### src/logic/rom_loader_cfg.svh
`ifndef ROM_LOADER_CFG_SVH
`define ROM_LOADER_CFG_SVH

// ########################################
// Download indices
// ########################################
`define ROM_INDEX        8'd0    // ROM images
`define GAME_TYPE_INDEX  8'd1    // Game type byte
`define DIP_INDEX        8'd254  // DIP switch bytes

`define DIP_COUNT        8
`define GAME_TYPE_RESET  8'd104  // Gauntlet

// ########################################
// Bank geometry
// ########################################
`define PROG_BANK_COUNT  6
`define PROG_DEPTH_LARGE 32768   // Words
`define PROG_DEPTH_SMALL 16384   // Words, 10A/10B only
`define AUDIO_DEPTH_16S  32768   // Bytes
`define AUDIO_DEPTH_16R  16384   // Bytes

// Program bank numbers
`define BANK_9A_9B       0
`define BANK_10A_10B     1
`define BANK_7A_7B       2
`define BANK_6A_6B       3
`define BANK_5A_5B       4
`define BANK_3A_3B       5

// Audio bank numbers on the write bus
`define AUDIO_BANK_16S   0
`define AUDIO_BANK_16R   1

// Word depth per program bank
`define PROG_DEPTH(b)  ((b) == `BANK_10A_10B ? `PROG_DEPTH_SMALL : `PROG_DEPTH_LARGE)
// Byte depth per audio bank
`define AUDIO_DEPTH(a) ((a) == `AUDIO_BANK_16R ? `AUDIO_DEPTH_16R : `AUDIO_DEPTH_16S)

// ########################################
// Region bases in download space
// ########################################
`define BASE_9A_9B       25'h0C0000
`define BASE_10A_10B     25'h0F0000  // 0F8000..0FFFFF is filler
`define BASE_7A_7B       25'h100000
`define BASE_6A_6B       25'h110000
`define BASE_5A_5B       25'h120000
`define BASE_3A_3B       25'h130000
`define BASE_16S         25'h140000
`define BASE_16R         25'h148000

`endif
### src/logic/rom_loader_pkg.sv
package rom_loader_pkg;

	// Download stream
	typedef logic [7:0]  byte_t;      // Download or audio byte
	typedef logic [24:0] dl_addr_t;   // Download address
	typedef logic [7:0]  dl_index_t;  // Download index

	// CPU program side
	typedef logic [15:0] prog_word_t;  // Program ROM word, high byte first
	typedef logic [18:0] prog_addr_t;  // CPU word address

	// Audio CPU side
	typedef logic [15:0] audio_addr_t;

	// Bank addressing
	// Program bank 0 to 5, or audio 16S/16R on the audio side
	typedef logic [2:0]  bank_id_t;
	// Word offset for program, byte offset for audio
	typedef logic [14:0] bank_offset_t;

	// All eight DIP bytes, byte 0 in the low bits
	typedef logic [63:0] dip_bits_t;

endpackage

### src/logic/rom_read_if.sv
`timescale 1ns/10ps
`include "rom_loader_cfg.svh"

// Read addresses out to the memories, raw bank data back
interface rom_read_if;
	import rom_loader_pkg::*;

	bank_offset_t prog_offset;   // Same offset to every program bank
	bank_offset_t audio_offset;  // Same offset to both audio banks

	prog_word_t   prog_bank_data [`PROG_BANK_COUNT];  // One word per bank
	byte_t        audio_16s_data;
	byte_t        audio_16r_data;

	// Store side
	modport memory (
		input  prog_offset, audio_offset,
		output prog_bank_data, audio_16s_data, audio_16r_data
	);

	// Select side
	modport select (
		output prog_offset, audio_offset,
		input  prog_bank_data, audio_16s_data, audio_16r_data
	);

endinterface

### src/logic/rom_read_select.sv
`timescale 1ns/10ps
`include "rom_loader_cfg.svh"

module rom_read_select (
	input  logic                        clk_sys,
	input  logic                        rst,
	input  rom_loader_pkg::prog_addr_t  prog_addr,
	input  rom_loader_pkg::audio_addr_t audio_addr,
	output rom_loader_pkg::prog_word_t  prog_data,
	output rom_loader_pkg::byte_t       audio_data,
	rom_read_if.select                  rd_bus
);
	import rom_loader_pkg::*;

	bank_id_t bank_sel;   // Decoded bank
	logic     mapped;     // Address lands in a bank
	bank_id_t bank_q;
	logic     mapped_q;
	logic     audio_hi_q; // Audio bit 15, delayed

	// Low bits go to every bank, each takes what it needs
	assign rd_bus.prog_offset  = prog_addr[14:0];
	assign rd_bus.audio_offset = audio_addr[14:0];

	// Program address map
	always_comb begin
		mapped   = 1'b1;
		bank_sel = bank_id_t'(`BANK_9A_9B);
		if (prog_addr[18:15] == 4'b0000) begin
			bank_sel = bank_id_t'(`BANK_9A_9B);
		end else if (prog_addr[18:14] == 5'b00110) begin
			bank_sel = bank_id_t'(`BANK_10A_10B);
		end else if (prog_addr[18:17] == 2'b01) begin
			// 0100..0111 give 7A, 6A, 5A, 3A in order
			bank_sel = bank_id_t'(`BANK_7A_7B) + bank_id_t'(prog_addr[16:15]);
		end else begin
			mapped = 1'b0;  // Gaps and upper space
		end
	end

	// Line the choice up with the memory read register
	always_ff @(posedge clk_sys) begin
		if (rst) begin
			bank_q     <= '0;
			mapped_q   <= 1'b0;
			audio_hi_q <= 1'b0;
		end else begin
			bank_q     <= bank_sel;
			mapped_q   <= mapped;
			audio_hi_q <= audio_addr[15];
		end
	end

	assign prog_data  = mapped_q ? rd_bus.prog_bank_data[bank_q] : '0;
	assign audio_data = audio_hi_q ? rd_bus.audio_16s_data : rd_bus.audio_16r_data;

endmodule

### src/flat_wrapper.sv
// flat-port wrapper written by rule: the top's interface ports become plain ports
module rom_read_select_flat import rom_loader_pkg::*;
  (clk_sys, rst, prog_addr, audio_addr, prog_data, audio_data, rd_bus_prog_offset, rd_bus_audio_offset, rd_bus_prog_bank_data, rd_bus_audio_16s_data, rd_bus_audio_16r_data);
  rom_read_if rd_bus_i ();
  input  logic clk_sys;
  input  logic rst;
  input  rom_loader_pkg::prog_addr_t prog_addr;
  input  rom_loader_pkg::audio_addr_t audio_addr;
  output rom_loader_pkg::prog_word_t prog_data;
  output rom_loader_pkg::byte_t audio_data;
  output wire logic [$bits(rd_bus_i.prog_offset)-1:0] rd_bus_prog_offset;
  output wire logic [$bits(rd_bus_i.audio_offset)-1:0] rd_bus_audio_offset;
  input wire logic [$bits(rd_bus_i.prog_bank_data)-1:0] rd_bus_prog_bank_data;
  input wire logic [$bits(rd_bus_i.audio_16s_data)-1:0] rd_bus_audio_16s_data;
  input wire logic [$bits(rd_bus_i.audio_16r_data)-1:0] rd_bus_audio_16r_data;
  assign rd_bus_prog_offset = rd_bus_i.prog_offset;
  assign rd_bus_audio_offset = rd_bus_i.audio_offset;
  assign rd_bus_i.prog_bank_data = {>>{rd_bus_prog_bank_data}};
  assign rd_bus_i.audio_16s_data = rd_bus_audio_16s_data;
  assign rd_bus_i.audio_16r_data = rd_bus_audio_16r_data;
  rom_read_select u_core (.clk_sys(clk_sys), .rst(rst), .prog_addr(prog_addr), .audio_addr(audio_addr), .prog_data(prog_data), .audio_data(audio_data), .rd_bus(rd_bus_i));
endmodule
### config.mk
export PLATFORM = sky130hd
export DESIGN_NAME = rom_read_select_flat
export DESIGN_NICKNAME = d
export VERILOG_FILES = /design/src/logic/rom_loader_pkg.sv /design/src/logic/rom_read_if.sv /design/src/logic/rom_read_select.sv /design/src/flat_wrapper.sv
export VERILOG_INCLUDE_DIRS = /design/src /design/src/logic
export SDC_FILE = /design/constraint.sdc
export NUM_CORES = 1
export LEC_CHECK = 0
export ABC_AREA = 1
export BUFFER_PORTS_ARGS = -buffer_cell sky130_fd_sc_hd__buf_4
export CORE_AREA = 2 2 78 80
export DETAILED_ROUTE_END_ITERATION = 12
export DIE_AREA = 0 0 80 82
export PLACE_DENSITY_LB_ADDON = 0.25
export SYNTH_ARGS = -nofsm -noshare
export SYNTH_HDL_FRONTEND = slang
export SYNTH_SLANG_ARGS = --single-unit
export TNS_END_PERCENT = 50
### constraint.sdc
create_clock -name clk_sys -period 3 [get_ports clk_sys]
set_input_delay 0.75 -clock clk_sys [delete_from_list [all_inputs] [get_ports clk_sys]]
set_output_delay 0.75 -clock clk_sys [all_outputs]
set_load 0.05 [all_outputs]
# [After elaboration in Yosys (flattened, before gate mapping)]
# Index checks and enable logic that the tools add are counted.
[totals] latchBits=0 ff_bits=5 ram_bits=0 in_bits=149 mem_count=0 mem_bits_ro=0
[op_classes] n_reduce_logical=3 n_mul=0 muxes=10 n_lt_le_gt_ge=1 add_sub_neg=1 n_eq_ne=2 n_div=0 bitwise=2 n_shift=0
[op_table] operator="$bmux 16 s3" count=1
[op_table] operator="$mux 16" count=3
[op_table] operator="$mux 8" count=1
[op_table] operator="$eq 5x3->1 const B" count=1
[op_table] operator="$mux 1" count=5
[op_table] operator="$ge 4x4->1 const B" count=1
[op_table] operator="$logic_not 4->1" count=1
[op_table] operator="$not 3->4" count=1
[op_table] operator="$reduce_or 4->1" count=1
[op_table] operator="$add 2x2->3 const A" count=1
[op_table] operator="$eq 2x1->1 const B" count=1
[op_table] operator="$reduce_or 2->1" count=1
[op_table] operator="$not 1->1" count=1

# [Depth between registers and ports, before layout]
[logic_depth] depth_word=5 ltp_mapped=8

# [Worst setup path after synthesis]
# Ideal clock, no wire load.
[synth_timing] kind="in2out" from="in rd_bus_prog_bank_data[74]" to="out prog_data[10]" stages=6 path_slack_ns=0.500 required_ns=2.250 t_arrival_ns=1.750 cell_sequence="inv_1 -> nand2_1 -> nand3_1 -> nand2_1 -> nand2_1 -> a21oi_1"
[synth_between] elab_chain_cells=4
[synth_lines] element="from (decl)" line="flat_wrapper.sv:13" text="input wire logic [$bits(rd_bus_i.prog_bank_data)-1:0] rd_bus_prog_bank_data;"
[synth_lines] element="$bmux 16 s3" line="rom_read_select.sv:54" text="assign prog_data = mapped_q ? rd_bus.prog_bank_data[bank_q] : '0;"
[synth_lines] element="$mux 16 (implied by the code) (2 in a row)" line="rom_read_select.sv:54"
[synth_lines] element="$mux 16" line="rom_read_select.sv:54"
[synth_lines] element="to (decl)" line="flat_wrapper.sv:9" text="output rom_loader_pkg::prog_word_t prog_data;"
# Every way passes these cells. The select of a mux whose other input is x is not followed.

# [Worst setup path in the final report]
[layout_timing] from="reg u_core.bank_q[0]" to="out prog_data[4]"
[layout_between] elab_chain_cells=5
[layout_lines] element="from (decl)" line="rom_read_select.sv:17" text="bank_id_t bank_q;"
[layout_lines] element="from (signal assigned)" line="rom_read_select.sv:48" text="bank_q <= bank_sel;"
[layout_lines] element="$not 3->4 (implied by the code)" line="rom_read_select.sv:54"
[layout_lines] element="$bmux 16 s3" line="rom_read_select.sv:54"
[layout_lines] element="$mux 16 (implied by the code) (2 in a row)" line="rom_read_select.sv:54"
[layout_lines] element="$mux 16" line="rom_read_select.sv:54"
# Every way passes these cells. The select of a mux whose other input is x is not followed.

==> results_dict.tcl <==
set metrics [dict create \
    core_mm2 0.00575 \
    cp.arrival_ns 1.81 \
    cp_max_fo 44 \
    p_clk_share_pct 23.9 \
    slowest_stage "inv_2" \
    synth_edf_count 0 \
    wl_per_cell_um 11.4 \
    synth_top_family_by_area "simple AND/OR/NAND/NOR gates" \
    tritoncts "yes" \
    grt_max_degree 49 \
    ant_nets 0 \
    seq_power_share_pct 13.4 \
    yosysUniqueCellTypes 18 \
    design.die.area_mm2 0.00656 \
    worstMarginPinSlew_ns 0.722 \
    hold_ws_ns 0.695 \
    p_comb_share_pct 62.7 \
    ctsHtreeMaxLevel 1 \
    min_period_ns 2.56 \
    clockBufferDepth 2 \
    grt_pass1_vias 2064 \
    final_cell_mix "buf_4 (147), nand2_1 (98), inv_1 (70), nand3_1 (34), a21oi_1 (17)" \
    cts.clk_slew.worst_paths_ns 0.04 \
    gp_congestion 0.700 \
    ios 203 \
    drc 0 \
    synth-async-reset-ratio_pct 0 \
    drtPass1Iterations 4 \
    ctsRootBufferMaster "clkbuf_8" \
    synth_compound_area_share_pct 13.0 \
    max-cap-violations 0 \
    netlist_area_mm2 0.00168 \
    nets 577 \
    wirelength_um 5700 \
    final_common_cell "buf_4" \
    finalCritPeriodShare_pct 85.3 \
    netlist_instances 323 \
    clock-sinks 5 \
    hp-class "input port to flop" \
    synth_xor_area_share_pct 0 \
    cts_hold_buf 0 \
    crit_type "flop to output port" \
    drive_gt1_share_pct 41.9 \
    drv_slew 0 \
    via_per_inst 4.45 \
    synth_warnings 0 \
    die_w_um 80 \
    synthMuxAreaShare_pct 5.37 \
    power_per_cell_area_mw_per_mm2 209 \
    vias 2232 \
    start_util_pct 29.2 \
    p_leak_nw 1.62 \
    antenna_found_initial 0 \
    rows 28 \
    wl_met1_um 2120 \
    cts_buffers 3 \
    avgSynthCellArea_um2 5.19 \
    worstSetupStartpointType "flop" \
    ys_ff_latch 5 \
    cp_common_cell "buf_4" \
    status "finished clean" \
    overflow 0 \
    drtIter0Drc 70 \
    hold_viol_final 0 \
    top_layer_used "met4" \
    synth_nets 472 \
    cp-end-kind "output port" \
    portBuffers 144 \
    syn2layout_area_growth_pct 54.8 \
    max_freq_mhz 391 \
    met2_length_um 2910 \
    fp.dieH_um 82 \
    ys_seq_area_share_pct 5.97 \
    p_sw_mw 0.211 \
    tns_ns 0 \
    synth_simple_gate_area_share_pct 40.0 \
    relSlewSlack_pct 51.8 \
    worstSetupStartpoint "u_core.bank_q[0]" \
    grtUsageTotal_pct 16.2 \
    ir_drop_uv 352 \
    path_cells "inv_2 -> buf_4 -> o211ai_1 -> a21oi_1 -> buf_4" \
    required_ns 2.25 \
    wl_met3_um 607 \
    rsz0062_at_grt "false" \
    dpl.hpwl_um 4500 \
    synth_fa_ha_area_share_pct 0 \
    synth_ff_type "dfxtp_1" \
    p_int_mw 0.333 \
    setup_viol 0 \
    crit_end "prog_data[4]" \
    cts_resized 0 \
    n_antenna_cell 0 \
    postCtsSetupRepairBufs 0 \
    switching_share_pct 38.7 \
    grt_pass1_wl_um 8630 \
    slowest_delay_ns 0.51 \
]
## area by class of cell
class | instances | area [um^2]
Multi-Input combinational cell | 198 | 980
Timing Repair Buffer | 147 | 1100
Inverter | 73 | 274
Fill cell | 654 | 3150
Clock buffer | 4 | 45.0
Sequential cell | 5 | 101
Tap cell | 75 | 93.8
## synth_stat cells (2+ instances only)
library cell	instances	share of area, %
nand3_1	34	10
o211ai_1	16	7.2
or2_2	16	6.0
inv_2	3	0.67
inv_1	70	16
buf_4	33	15
buf_6	2	1.3
nor2_1	6	1.3
clkbuf_1	4	0.89
a21oi_1	17	5.1
buf_2	7	2.1
dfxtp_1	5	6.0
nand2_1	98	22
mux2_2	8	5.4
## logic make-up (layout without fill, tap and decap cells)
kind of cell,Yosys count,after routing
DFF,5,5
muxes,8,8
buffers and inverters,120,224
AOI/OAI and AO/OA,35,35
and+or+nand+nor,155,155
## worst min path at each step
stage          slack, ns                 to     startpoint  cells after the start
2_1_floorplan       0.82    u_core.mapped_q            rst                      1
3_3_place_gp        0.93  u_core.audio_hi_q            rst                      2
3_5_place_dp        0.93   u_core.bank_q[1]  prog_addr[16]                      2
4_1_cts             0.69  u_core.audio_hi_q            rst                      2
5_1_grt             0.71    u_core.mapped_q            rst                      2
6_report            0.70  u_core.audio_hi_q            rst                      2
## flip-flops by register name, indices dropped and copies added (netlist names)
signal,count
u_core.bank_q,3
u_core.audio_hi_q,1
u_core.mapped_q,1
## critical path, delay by kind of cell (launching register included)
kind            cells  cell delay [ns]
buf+inv             3             0.99
flops               1             0.31
compound gates      2             0.27
## power groups by stage
stage / Clock [mW] / Sequential [mW] / Combinational (mW)
finish: 0.130 / 0.0727 / 0.341
global placement: 0 / 0.0736 / 0.342
global route: 0.137 / 0.0733 / 0.373
detailed placement: 0 / 0.0738 / 0.345
CTS: 0.133 / 0.0728 / 0.346
floorplan: 0 / 0.0713 / 0.287
## layer usage
| layer | vias to the layer above | GRT usage [%] |
|---|---|---|
| met5 | - | 0 |
| met4 | 0 | 3.73 |
| met3 | 8 | 3.41 |
| met2 | 114 | 33.0 |
| met1 | 957 | 16.7 |
| li1 | 1153 | - |
## metrics by stage
step	total power, mW	setup WS [ns]	cell area (um^2)	util, %	std cells
after global routing	0.583	0.255	2600	45.2	502
after CTS	0.553	0.400	2600	45.2	502
after floorplan	0.358	0.500	1680	-	323
final	0.544	0.442	2600	45.2	502
after detailed placement	0.419	0.650	2550	44.4	498
after global placement	0.416	0.694	2550	44.4	498
Power figures use the tool's default switching activity.
