**config.mk**
```make
export PLATFORM = sky130hd
export DESIGN_NAME = rom_region_decode_flat
export DESIGN_NICKNAME = d
export VERILOG_FILES = /design/src/logic/rom_loader_pkg.sv /design/src/logic/loader_write_if.sv /design/src/logic/rom_region_decode.sv /design/src/flat_wrapper.sv
export VERILOG_INCLUDE_DIRS = /design/src /design/src/logic
export SDC_FILE = /design/constraint.sdc
export NUM_CORES = 1
export LEC_CHECK = 0
export BUFFER_PORTS_ARGS = -buffer_cell sky130_fd_sc_hd__buf_2
export CORE_MARGIN = 5
export CORE_UTILIZATION = 55
export CTS_BUF_LIST = sky130_fd_sc_hd__clkbuf_4 sky130_fd_sc_hd__clkbuf_8 sky130_fd_sc_hd__clkbuf_16
export CTS_CLUSTER_SIZE = 40
export DETAILED_ROUTE_END_ITERATION = 8
export GPL_TIMING_DRIVEN = 0
export PLACE_DENSITY = 0.83
export SYNTH_ARGS = -nofsm -noshare
export SYNTH_HDL_FRONTEND = slang
export SYNTH_SLANG_ARGS = --single-unit
```
**constraint.sdc**
```tcl
create_clock -name clk_sys -period 8 [get_ports clk_sys]
set_clock_uncertainty 0.1 [all_clocks]
set_input_delay 0.8 -clock clk_sys [delete_from_list [all_inputs] [get_ports clk_sys]]
set_output_delay 0.8 -clock clk_sys [all_outputs]
set_load 0.05 [all_outputs]
```
**src/logic/rom_loader_cfg.svh**
```systemverilog
`ifndef ROM_LOADER_CFG_SVH
`define ROM_LOADER_CFG_SVH

// ########################################
// Download indices
// ########################################
`define ROM_INDEX        8'd0    // ROM images
`define GAME_TYPE_INDEX  8'd1    // Game type byte
`define DIP_INDEX        8'd254  // DIP switch bytes

`define DIP_COUNT        8
`define GAME_TYPE_RESET  8'd104  // Gauntlet

// ########################################
// Bank geometry
// ########################################
`define PROG_BANK_COUNT  6
`define PROG_DEPTH_LARGE 32768   // Words
`define PROG_DEPTH_SMALL 16384   // Words, 10A/10B only
`define AUDIO_DEPTH_16S  32768   // Bytes
`define AUDIO_DEPTH_16R  16384   // Bytes

// Program bank numbers
`define BANK_9A_9B       0
`define BANK_10A_10B     1
`define BANK_7A_7B       2
`define BANK_6A_6B       3
`define BANK_5A_5B       4
`define BANK_3A_3B       5

// Audio bank numbers on the write bus
`define AUDIO_BANK_16S   0
`define AUDIO_BANK_16R   1

// Word depth per program bank
`define PROG_DEPTH(b)  ((b) == `BANK_10A_10B ? `PROG_DEPTH_SMALL : `PROG_DEPTH_LARGE)
// Byte depth per audio bank
`define AUDIO_DEPTH(a) ((a) == `AUDIO_BANK_16R ? `AUDIO_DEPTH_16R : `AUDIO_DEPTH_16S)

// ########################################
// Region bases in download space
// ########################################
`define BASE_9A_9B       25'h0C0000
`define BASE_10A_10B     25'h0F0000  // 0F8000..0FFFFF is filler
`define BASE_7A_7B       25'h100000
`define BASE_6A_6B       25'h110000
`define BASE_5A_5B       25'h120000
`define BASE_3A_3B       25'h130000
`define BASE_16S         25'h140000
`define BASE_16R         25'h148000

`endif
```
**src/logic/rom_loader_pkg.sv**
```systemverilog
package rom_loader_pkg;

	// Download stream
	typedef logic [7:0]  byte_t;      // Download or audio byte
	typedef logic [24:0] dl_addr_t;   // Download address
	typedef logic [7:0]  dl_index_t;  // Download index

	// CPU program side
	typedef logic [15:0] prog_word_t;  // Program ROM word, high byte first
	typedef logic [18:0] prog_addr_t;  // CPU word address

	// Audio CPU side
	typedef logic [15:0] audio_addr_t;

	// Bank addressing
	// Program bank 0 to 5, or audio 16S/16R on the audio side
	typedef logic [2:0]  bank_id_t;
	// Word offset for program, byte offset for audio
	typedef logic [14:0] bank_offset_t;

	// All eight DIP bytes, byte 0 in the low bits
	typedef logic [63:0] dip_bits_t;

endpackage

```
**src/logic/loader_write_if.sv**
```systemverilog
`timescale 1ns/10ps

// One decoded ROM write, no handshake
interface loader_write_if;
	import rom_loader_pkg::*;

	logic         wr;        // One cycle per write
	logic         to_audio;  // Audio side, else program side
	bank_id_t     bank;      // Program bank, or 16S/16R on audio
	bank_offset_t offset;    // Word index on program, byte on audio
	byte_t        data;
	logic         odd;       // Low byte of a program word

	modport source (
		output wr, to_audio, bank, offset, data, odd
	);

	modport sink (
		input wr, to_audio, bank, offset, data, odd
	);

endinterface

```
**src/logic/rom_region_decode.sv**
```systemverilog
`timescale 1ns/10ps
`include "rom_loader_cfg.svh"

module rom_region_decode (
	input  logic                      clk_sys,
	input  logic                      rst,
	input  logic                      ioctl_download,
	input  logic                      ioctl_wr,
	input  rom_loader_pkg::dl_index_t ioctl_index,
	input  rom_loader_pkg::dl_addr_t  ioctl_addr,
	input  rom_loader_pkg::byte_t     ioctl_dout,
	output rom_loader_pkg::byte_t     game_type,
	output rom_loader_pkg::dip_bits_t dip_switches,
	loader_write_if.source            wr_bus
);
	import rom_loader_pkg::*;

	localparam int DIP_SEL_W = $clog2(`DIP_COUNT);

	// Program region bases, in bank number order
	localparam dl_addr_t PROG_BASE [`PROG_BANK_COUNT] = '{
		`BASE_9A_9B, `BASE_10A_10B, `BASE_7A_7B,
		`BASE_6A_6B, `BASE_5A_5B, `BASE_3A_3B
	};

	logic         rom_wr;      // ROM byte this cycle
	logic         hit;         // Address inside a real bank
	logic         hit_audio;
	bank_id_t     hit_bank;
	bank_offset_t hit_offset;

	assign rom_wr = ioctl_wr && ioctl_download && (ioctl_index == `ROM_INDEX);

	// ########################################
	// Region compare
	// ########################################
	always_comb begin
		dl_addr_t rel;

		hit        = 1'b0;
		hit_audio  = 1'b0;
		hit_bank   = '0;
		hit_offset = '0;
		rel        = '0;

		// Program regions hold byte pairs, so twice the word depth
		for (int i = 0; i < `PROG_BANK_COUNT; i++) begin
			rel = ioctl_addr - PROG_BASE[i];
			if (ioctl_addr >= PROG_BASE[i] && rel < dl_addr_t'(2 * `PROG_DEPTH(i))) begin
				hit        = 1'b1;
				hit_bank   = bank_id_t'(i);
				hit_offset = rel[15:1];  // Word index
			end
		end

		// Audio regions, one byte per location
		rel = ioctl_addr - `BASE_16S;
		if (ioctl_addr >= `BASE_16S && rel < dl_addr_t'(`AUDIO_DEPTH_16S)) begin
			hit        = 1'b1;
			hit_audio  = 1'b1;
			hit_bank   = bank_id_t'(`AUDIO_BANK_16S);
			hit_offset = rel[14:0];
		end
		rel = ioctl_addr - `BASE_16R;
		if (ioctl_addr >= `BASE_16R && rel < dl_addr_t'(`AUDIO_DEPTH_16R)) begin
			hit        = 1'b1;
			hit_audio  = 1'b1;
			hit_bank   = bank_id_t'(`AUDIO_BANK_16R);
			hit_offset = rel[14:0];
		end
	end

	// ########################################
	// Write bus register
	// ########################################
	always_ff @(posedge clk_sys) begin
		if (rst) begin
			wr_bus.wr <= 1'b0;
		end else begin
			wr_bus.wr <= rom_wr && hit;  // Filler and out of range drop here
		end
	end

	always_ff @(posedge clk_sys) begin
		if (rom_wr && hit) begin
			wr_bus.to_audio <= hit_audio;
			wr_bus.bank     <= hit_bank;
			wr_bus.offset   <= hit_offset;
			wr_bus.data     <= ioctl_dout;
			wr_bus.odd      <= ioctl_addr[0];  // Odd address is the low byte
		end
	end

	// Game type and DIP bytes, any download state
	always_ff @(posedge clk_sys) begin
		if (rst) begin
			game_type    <= `GAME_TYPE_RESET;
			dip_switches <= '0;
		end else if (ioctl_wr) begin
			if (ioctl_index == `GAME_TYPE_INDEX) begin
				game_type <= ioctl_dout;
			end
			if (ioctl_index == `DIP_INDEX && ioctl_addr < dl_addr_t'(`DIP_COUNT)) begin
				dip_switches[ioctl_addr[DIP_SEL_W-1:0]*8 +: 8] <= ioctl_dout;
			end
		end
	end

endmodule

```
**src/flat_wrapper.sv**
```systemverilog
// flat-port wrapper written by rule: the top's interface ports become plain ports
module rom_region_decode_flat import rom_loader_pkg::*;
  (clk_sys, rst, ioctl_download, ioctl_wr, ioctl_index, ioctl_addr, ioctl_dout, game_type, dip_switches, wr_bus_wr, wr_bus_to_audio, wr_bus_bank, wr_bus_offset, wr_bus_data, wr_bus_odd);
  loader_write_if wr_bus_i ();
  input  logic clk_sys;
  input  logic rst;
  input  logic ioctl_download;
  input  logic ioctl_wr;
  input  rom_loader_pkg::dl_index_t ioctl_index;
  input  rom_loader_pkg::dl_addr_t ioctl_addr;
  input  rom_loader_pkg::byte_t ioctl_dout;
  output rom_loader_pkg::byte_t game_type;
  output rom_loader_pkg::dip_bits_t dip_switches;
  output wire logic [$bits(wr_bus_i.wr)-1:0] wr_bus_wr;
  output wire logic [$bits(wr_bus_i.to_audio)-1:0] wr_bus_to_audio;
  output wire logic [$bits(wr_bus_i.bank)-1:0] wr_bus_bank;
  output wire logic [$bits(wr_bus_i.offset)-1:0] wr_bus_offset;
  output wire logic [$bits(wr_bus_i.data)-1:0] wr_bus_data;
  output wire logic [$bits(wr_bus_i.odd)-1:0] wr_bus_odd;
  assign wr_bus_wr = wr_bus_i.wr;
  assign wr_bus_to_audio = wr_bus_i.to_audio;
  assign wr_bus_bank = wr_bus_i.bank;
  assign wr_bus_offset = wr_bus_i.offset;
  assign wr_bus_data = wr_bus_i.data;
  assign wr_bus_odd = wr_bus_i.odd;
  rom_region_decode u_core (.clk_sys(clk_sys), .rst(rst), .ioctl_download(ioctl_download), .ioctl_wr(ioctl_wr), .ioctl_index(ioctl_index), .ioctl_addr(ioctl_addr), .ioctl_dout(ioctl_dout), .game_type(game_type), .dip_switches(dip_switches), .wr_bus(wr_bus_i));
endmodule
```
# Word level (Yosys, flattened, before mapping)
# Index checks and enable logic that the tools add are counted.
dict set report word_totals {
  regBits 101
  input_bits 45
  out_inout_bits 101
  wordCells 81
}
dict set report op_classes {
  add_sub_neg 9
  order_cmp 17
  n_eq_ne 2
  shifts 2
  muxes 24
  reduce_logical 17
}
# operator n
set ops {}
lappend ops {{$ge 25x21->1 const B} 6}
lappend ops {{$sub 25x21->25 const B} 6}
lappend ops {{$lt 25x17->1 const B} 5}
lappend ops {{$mux 15} 8}
lappend ops {{$bwmux 64} 1}
lappend ops {{$shift 8x34->64 const A} 1}
lappend ops {{$shiftx 8x34->64} 1}
lappend ops {{$ge 25x20->1 const B} 2}
lappend ops {{$lt 25x16->1 const B} 2}
lappend ops {{$sub 25x20->25 const B} 2}
lappend ops {{$neg 6->34} 1}
lappend ops {{$lt 25x15->1 const B} 1}
lappend ops {{$lt 25x4->1 const B} 1}
lappend ops {{$logic_and 1x1->1} 12}
lappend ops {{$mux 1} 11}
lappend ops {{$eq 8x1->1 const B} 1}
lappend ops {{$eq 8x8->1 const B} 1}
lappend ops {{$logic_not 8->1} 1}
lappend ops {{$mux 3} 2}
lappend ops {{$mux 2} 2}
lappend ops {{$reduce_and 2->1} 2}
lappend ops {{$reduce_or 4->1} 1}
lappend ops {{$reduce_or 2->1} 1}

# Logic depth before layout (Yosys ltp)
dict set report logic_depth {
  word_depth 12
  depth_mapped 14
  ltp_nobuf 10
}

# Worst setup path before layout
# OpenSTA, ideal clock, no wires.
dict set report synth_timing {
  path_kind {input to register}
  from {input ioctl_addr[18]}
  to {register u_core.wr_bus.bank[0] (enable)}
  setup_time_ps 422
  arrival_time_ps 4209
  slack_ps 3268
  stages 11
  n_path_buf 3
  path_cell_list {buf_6 > clkbuf_1 > inv_1 > ha_1 > a21boi_1 > mux2_1 > a2111oi_0 > a222oi_1 > and3_1 > buf_6 > a21oi_1}
}
dict set report synth_via {
  elab_chain_cells 12
  word_cells_on_any_way 41
  classes_between {add/sub: 8; order compare: 16; mux: 8; reduce/logical: 9}
}
# element line
set synth_rtl {}
lappend synth_rtl {{start: declaration} flat_wrapper.sv:10} ;# input rom_loader_pkg::dl_addr_t ioctl_addr;
lappend synth_rtl {{$sub 25x20->25} rom_region_decode.sv:48} ;# rel = ioctl_addr - PROG_BASE[i];
lappend synth_rtl {{$lt 25x17->1} rom_region_decode.sv:49} ;# if (ioctl_addr >= PROG_BASE[i] && rel < dl_addr_t'(2 * `PROG_DEPTH(i))) begin
lappend synth_rtl {{$logic_and 1x1->1} rom_region_decode.sv:49}
lappend synth_rtl {{$mux 1 (6 in a row)} rom_region_decode.sv:49}
lappend synth_rtl {{$mux 1} rom_region_decode.sv:58} ;# if (ioctl_addr >= `BASE_16S && rel < dl_addr_t'(`AUDIO_DEPTH_16S)) begin
lappend synth_rtl {{$mux 1 (*)} rom_region_decode.sv:65} ;# if (ioctl_addr >= `BASE_16R && rel < dl_addr_t'(`AUDIO_DEPTH_16R)) begin
lappend synth_rtl {{$logic_and 1x1->1 (*)} rom_region_decode.sv:85} ;# if (rom_wr && hit) begin
lappend synth_rtl {{end signal: assignment} rom_region_decode.sv:87} ;# wr_bus.bank <= hit_bank;
lappend synth_rtl {{end: declaration} loader_write_if.sv:15} ;# output wr, to_audio, bank, offset, data, odd
# Every way passes the cells marked *; elsewhere a longest branch is shown, timed or not.
# A chain may end at the register's enable or synchronous reset.

# Worst setup path after layout
dict set report layout_timing {
  from {input ioctl_addr[18]}
  to {register u_core.wr_bus.offset[12] (enable)}
}
dict set report layout_via {
  elab_chain_cells 12
  word_cells_on_any_way 41
  classes_between {add/sub: 8; order compare: 16; mux: 8; reduce/logical: 9}
}
# element line
set layout_rtl {}
lappend layout_rtl {{$sub 25x20->25} rom_region_decode.sv:48}
lappend layout_rtl {{$lt 25x17->1} rom_region_decode.sv:49}
lappend layout_rtl {{$logic_and 1x1->1} rom_region_decode.sv:49}
lappend layout_rtl {{$mux 1 (6 in a row)} rom_region_decode.sv:49}
lappend layout_rtl {{$mux 1} rom_region_decode.sv:58}
lappend layout_rtl {{$mux 1 (*)} rom_region_decode.sv:65}
lappend layout_rtl {{$logic_and 1x1->1 (*)} rom_region_decode.sv:85}
lappend layout_rtl {{end signal: assignment} rom_region_decode.sv:88} ;# wr_bus.offset <= hit_offset;
lappend layout_rtl {{end: declaration} loader_write_if.sv:15}
# Marked as above.

==> metrics.yaml <==
outcome:
  status: "complete, no violations"
job:
  maxCapViolCount: 0
floorplan:
  die_area_sq_um: 11630
  die_y_um: 107.9
  die_w_um: 107.9
  io_pins: 146
  rows: 35
  coreArea_sq_um: 9284
  initial_core_util_pct: 56.74
cts:
  hold_buffers: 0
  htree_levels: 3
  cts_made_buffers: 9
  cts_tree: "built"
  clock_latency_ns: 0.35
  cts_max_path_buffers: 2
  ctsResizeCount: 0
  cts_setup_buffers: 0
  root_buffer: "clkbuf_8"
  cts_sinks: 101
  path_clk_slew_ns: 0.11
global_route:
  grt_max_degree: 19
  grt_overflow: 0
  antenna_found_initial: 1
  first_global_vias: 4805
  grt_pass1_wl_mm: 24.78
  grt_use_total_pct: 26.79
sta:
  finalSetupViolCount: 0
  slew_violations: 0
  fin_crit_sh_pct: 57.26
  whs_ns: 0.3592
  min_period_ns: 4.580
  finalSetupTns_ns: 0
  finalHoldViolations: 0
  slew_headroom_pct: 28.31
  worst_slew_pin_slew_ns: 1.073
  clock.fmax_ghz: 0.2183
  rsz0062_at_grt: "false"
final_layout:
  area_growth_pct: 20.69
  finish.net_count: 778
  insertedDiodeCount: 0
  fin_cells: 855
  final_layout_size_suffix_gt1_share_pct: 31.54
setup_path:
  crit_required_ns: 7.97
  rrSetupSlack_ns: 7.19
  rr_worst_depth: 1
  endpoint_kind: "register"
  crit_type: "in -> reg"
  rr_endpoint: "u_core.game_type[6]"
  worstPathMaxFanout: 17
  crit_end: "u_core.wr_bus.offset[12]"
  r2r_start: "u_core.game_type[6]"
  start_kind: "input pin"
  startpoint: "ioctl_addr[18]"
  cp.arrival_ns: 4.55
detailed_routing:
  wl_met1_mm: 6.573
  highest_layer: "met5"
  viasPerCell: 5.903
  routedWlPerCell_um: 18.45
  dr.pass1.iters: 5
  antenna_left: 0
  drc: 0
  drt_first_iter_violations: 284
  wl_mm: 15.78
  wl_met2_mm: 7.436
  wl_met3_mm: 1.473
  dr_total_vias: 5047
synth:
  synth_top_cell_area_share_pct: 27.74
  ys_seq_area_share_pct: 43.71
  ys_ff_latch: 101
  yosysWarnings: 0
  syn_inst: 567
  synth_top_cell_by_area: "dfxtp_1"
  syn-num-nets: 623
  synthArstFlopShare_pct: 0
  avgSynthCellArea_sq_um: 9.290
  syn_area_sq_um: 5268
  synth_edf_count: 28
  ys.flop_type: "dfxtp_1"
  synth.area.top_cells: "dfxtp_1 (28%), edfxtp_1 (16%), nand3_1 (4.0%)"
  synth_cell_types: 68
place:
  io_buffers: 143
  place_congestion: 0.9317
  place_inst: 840
  hpwlAfterDp_mm: 11.91
pwr:
  leakagePower_nw: 2.555
  ir_worst_vdd_mv: 0.09608
  pwr_density_cell_nw_per_um2: 150.3
worst_hold_path:
  hp-class: "reg -> reg"
==> cell families after synthesis <==
kind of cell	count (synthesis)	synth area share [%]
simple gates	241	25.91
compound gates	130	18.00
flops	101	43.71
buf+inv	66	6.342
mux	16	3.088
fa+ha+maj	11	2.613
xor+xnor	2	0.3326
==> power breakdown <==
group	total, W	switching [W]	internal, W	leakage (nW)
sequential	0.000523	0.0000000472	0.000523	0.800
combinational	0.000106	0.0000715	0.0000349	1.65
clock	0.000326	0.000189	0.000137	0.102
total	0.000955	0.000260	0.000695	2.56
==> flip-flops by register name (all words and copies together) (netlist names) <==
| register | flops |
|---|---|
| u_core.wr_bus.to_audio | 1 |
| u_core.dip_switches | 64 |
| u_core.wr_bus.odd | 1 |
| u_core.wr_bus.wr | 1 |
| u_core.wr_bus.bank | 3 |
| u_core.wr_bus.offset | 15 |
| u_core.wr_bus.data | 8 |
| u_core.game_type | 8 |
==> cells in the mapped netlist (all sizes together), types with 12 or more instances <==
library cell	instances
dfxtp	73
edfxtp	28
o2bb2ai	12
mux2i	14
o21ai	36
clkbuf	23
nor2	24
nand4	23
nand3b	21
nand3	50
a21oi	42
nand2	54
nand2b	23
inv	13
buf	30
==> worst max-delay path: stages <==
cell       delay [ns]
buf_2            0.13
buf_6            0.14
clkbuf_1         0.39
inv_1            0.14
ha_1             0.29
a21boi_1         0.30
mux2_1           0.38
a2111oi_0        0.41
a222oi_1         0.14
and3_1           0.24
buf_6            0.14
a21oi_2          0.79
buf_6            0.26
==> per-layer routing <==
layer	track usage, %	vias to the layer above
li1	-	2375
met1	35.60	2370
met2	44.09	269
met3	5.699	31
met4	7.394	2
met5	0	-
==> stage by stage <==
step	instance area, sq um	util [%]	worst slack, ns	total power [W]
2_1_floorplan	5268	-	3.268	0.0005988
3_3_place_gp	6145	66.19	2.174	0.0006369
3_5_place_dp	6160	66.35	3.150	0.0006383
4_1_cts	6357	68.48	3.518	0.0009539
5_1_grt	6357	68.48	3.223	0.0009902
6_report	6357	68.48	3.420	0.0009553
==> area by class of cell <==
class                           instances  area [sq um]
Sequential cell                       101          2302
Timing Repair Buffer                  144         726.9
Clock inverter                          5         48.80
Buffer                                 53         280.3
Fill cell                             802          2927
Tap cell                              129         161.4
Clock buffer                           10         148.9
Inverter                               13         53.80
Multi-Input combinational cell        400          2635
==> worst min path at each step <==
stage / depth (start not counted) / to / startpoint
CTS: 2 / u_core.dip_switches[61] / u_core.dip_switches[61]
finish: 2 / u_core.dip_switches[47] / u_core.dip_switches[47]
detailed placement: 2 / u_core.dip_switches[61] / u_core.dip_switches[61]
floorplan: 2 / u_core.dip_switches[43] / u_core.dip_switches[43]
global placement: 2 / u_core.dip_switches[43] / u_core.dip_switches[43]
global route: 2 / u_core.dip_switches[61] / u_core.dip_switches[61]
==> layout by cell type, fill, tap and decap left out, types with 9 or more instances in the layout <==
| master | Yosys | final |
|---|---|---|
| mux2i_1 | 14 | 14 |
| nand2b_1 | 23 | 23 |
| nor2_1 | 24 | 24 |
| o2bb2ai_2 | 10 | 10 |
| o21ai_1 | 22 | 22 |
| ha_1 | 11 | 11 |
| clkbuf_1 | 23 | 23 |
| o21ai_0 | 14 | 14 |
| dfxtp_1 | 73 | 73 |
| inv_1 | 10 | 10 |
| clkbuf_8 | 0 | 9 |
| buf_2 | 20 | 163 |
| nand3_1 | 42 | 42 |
| nand4_1 | 23 | 23 |
| a21oi_1 | 33 | 32 |
| a21oi_2 | 9 | 10 |
| nand3b_1 | 21 | 21 |
| edfxtp_1 | 28 | 28 |
| nand2_1 | 54 | 54 |
No activity file was read; power rests on OpenSTA's default activity.
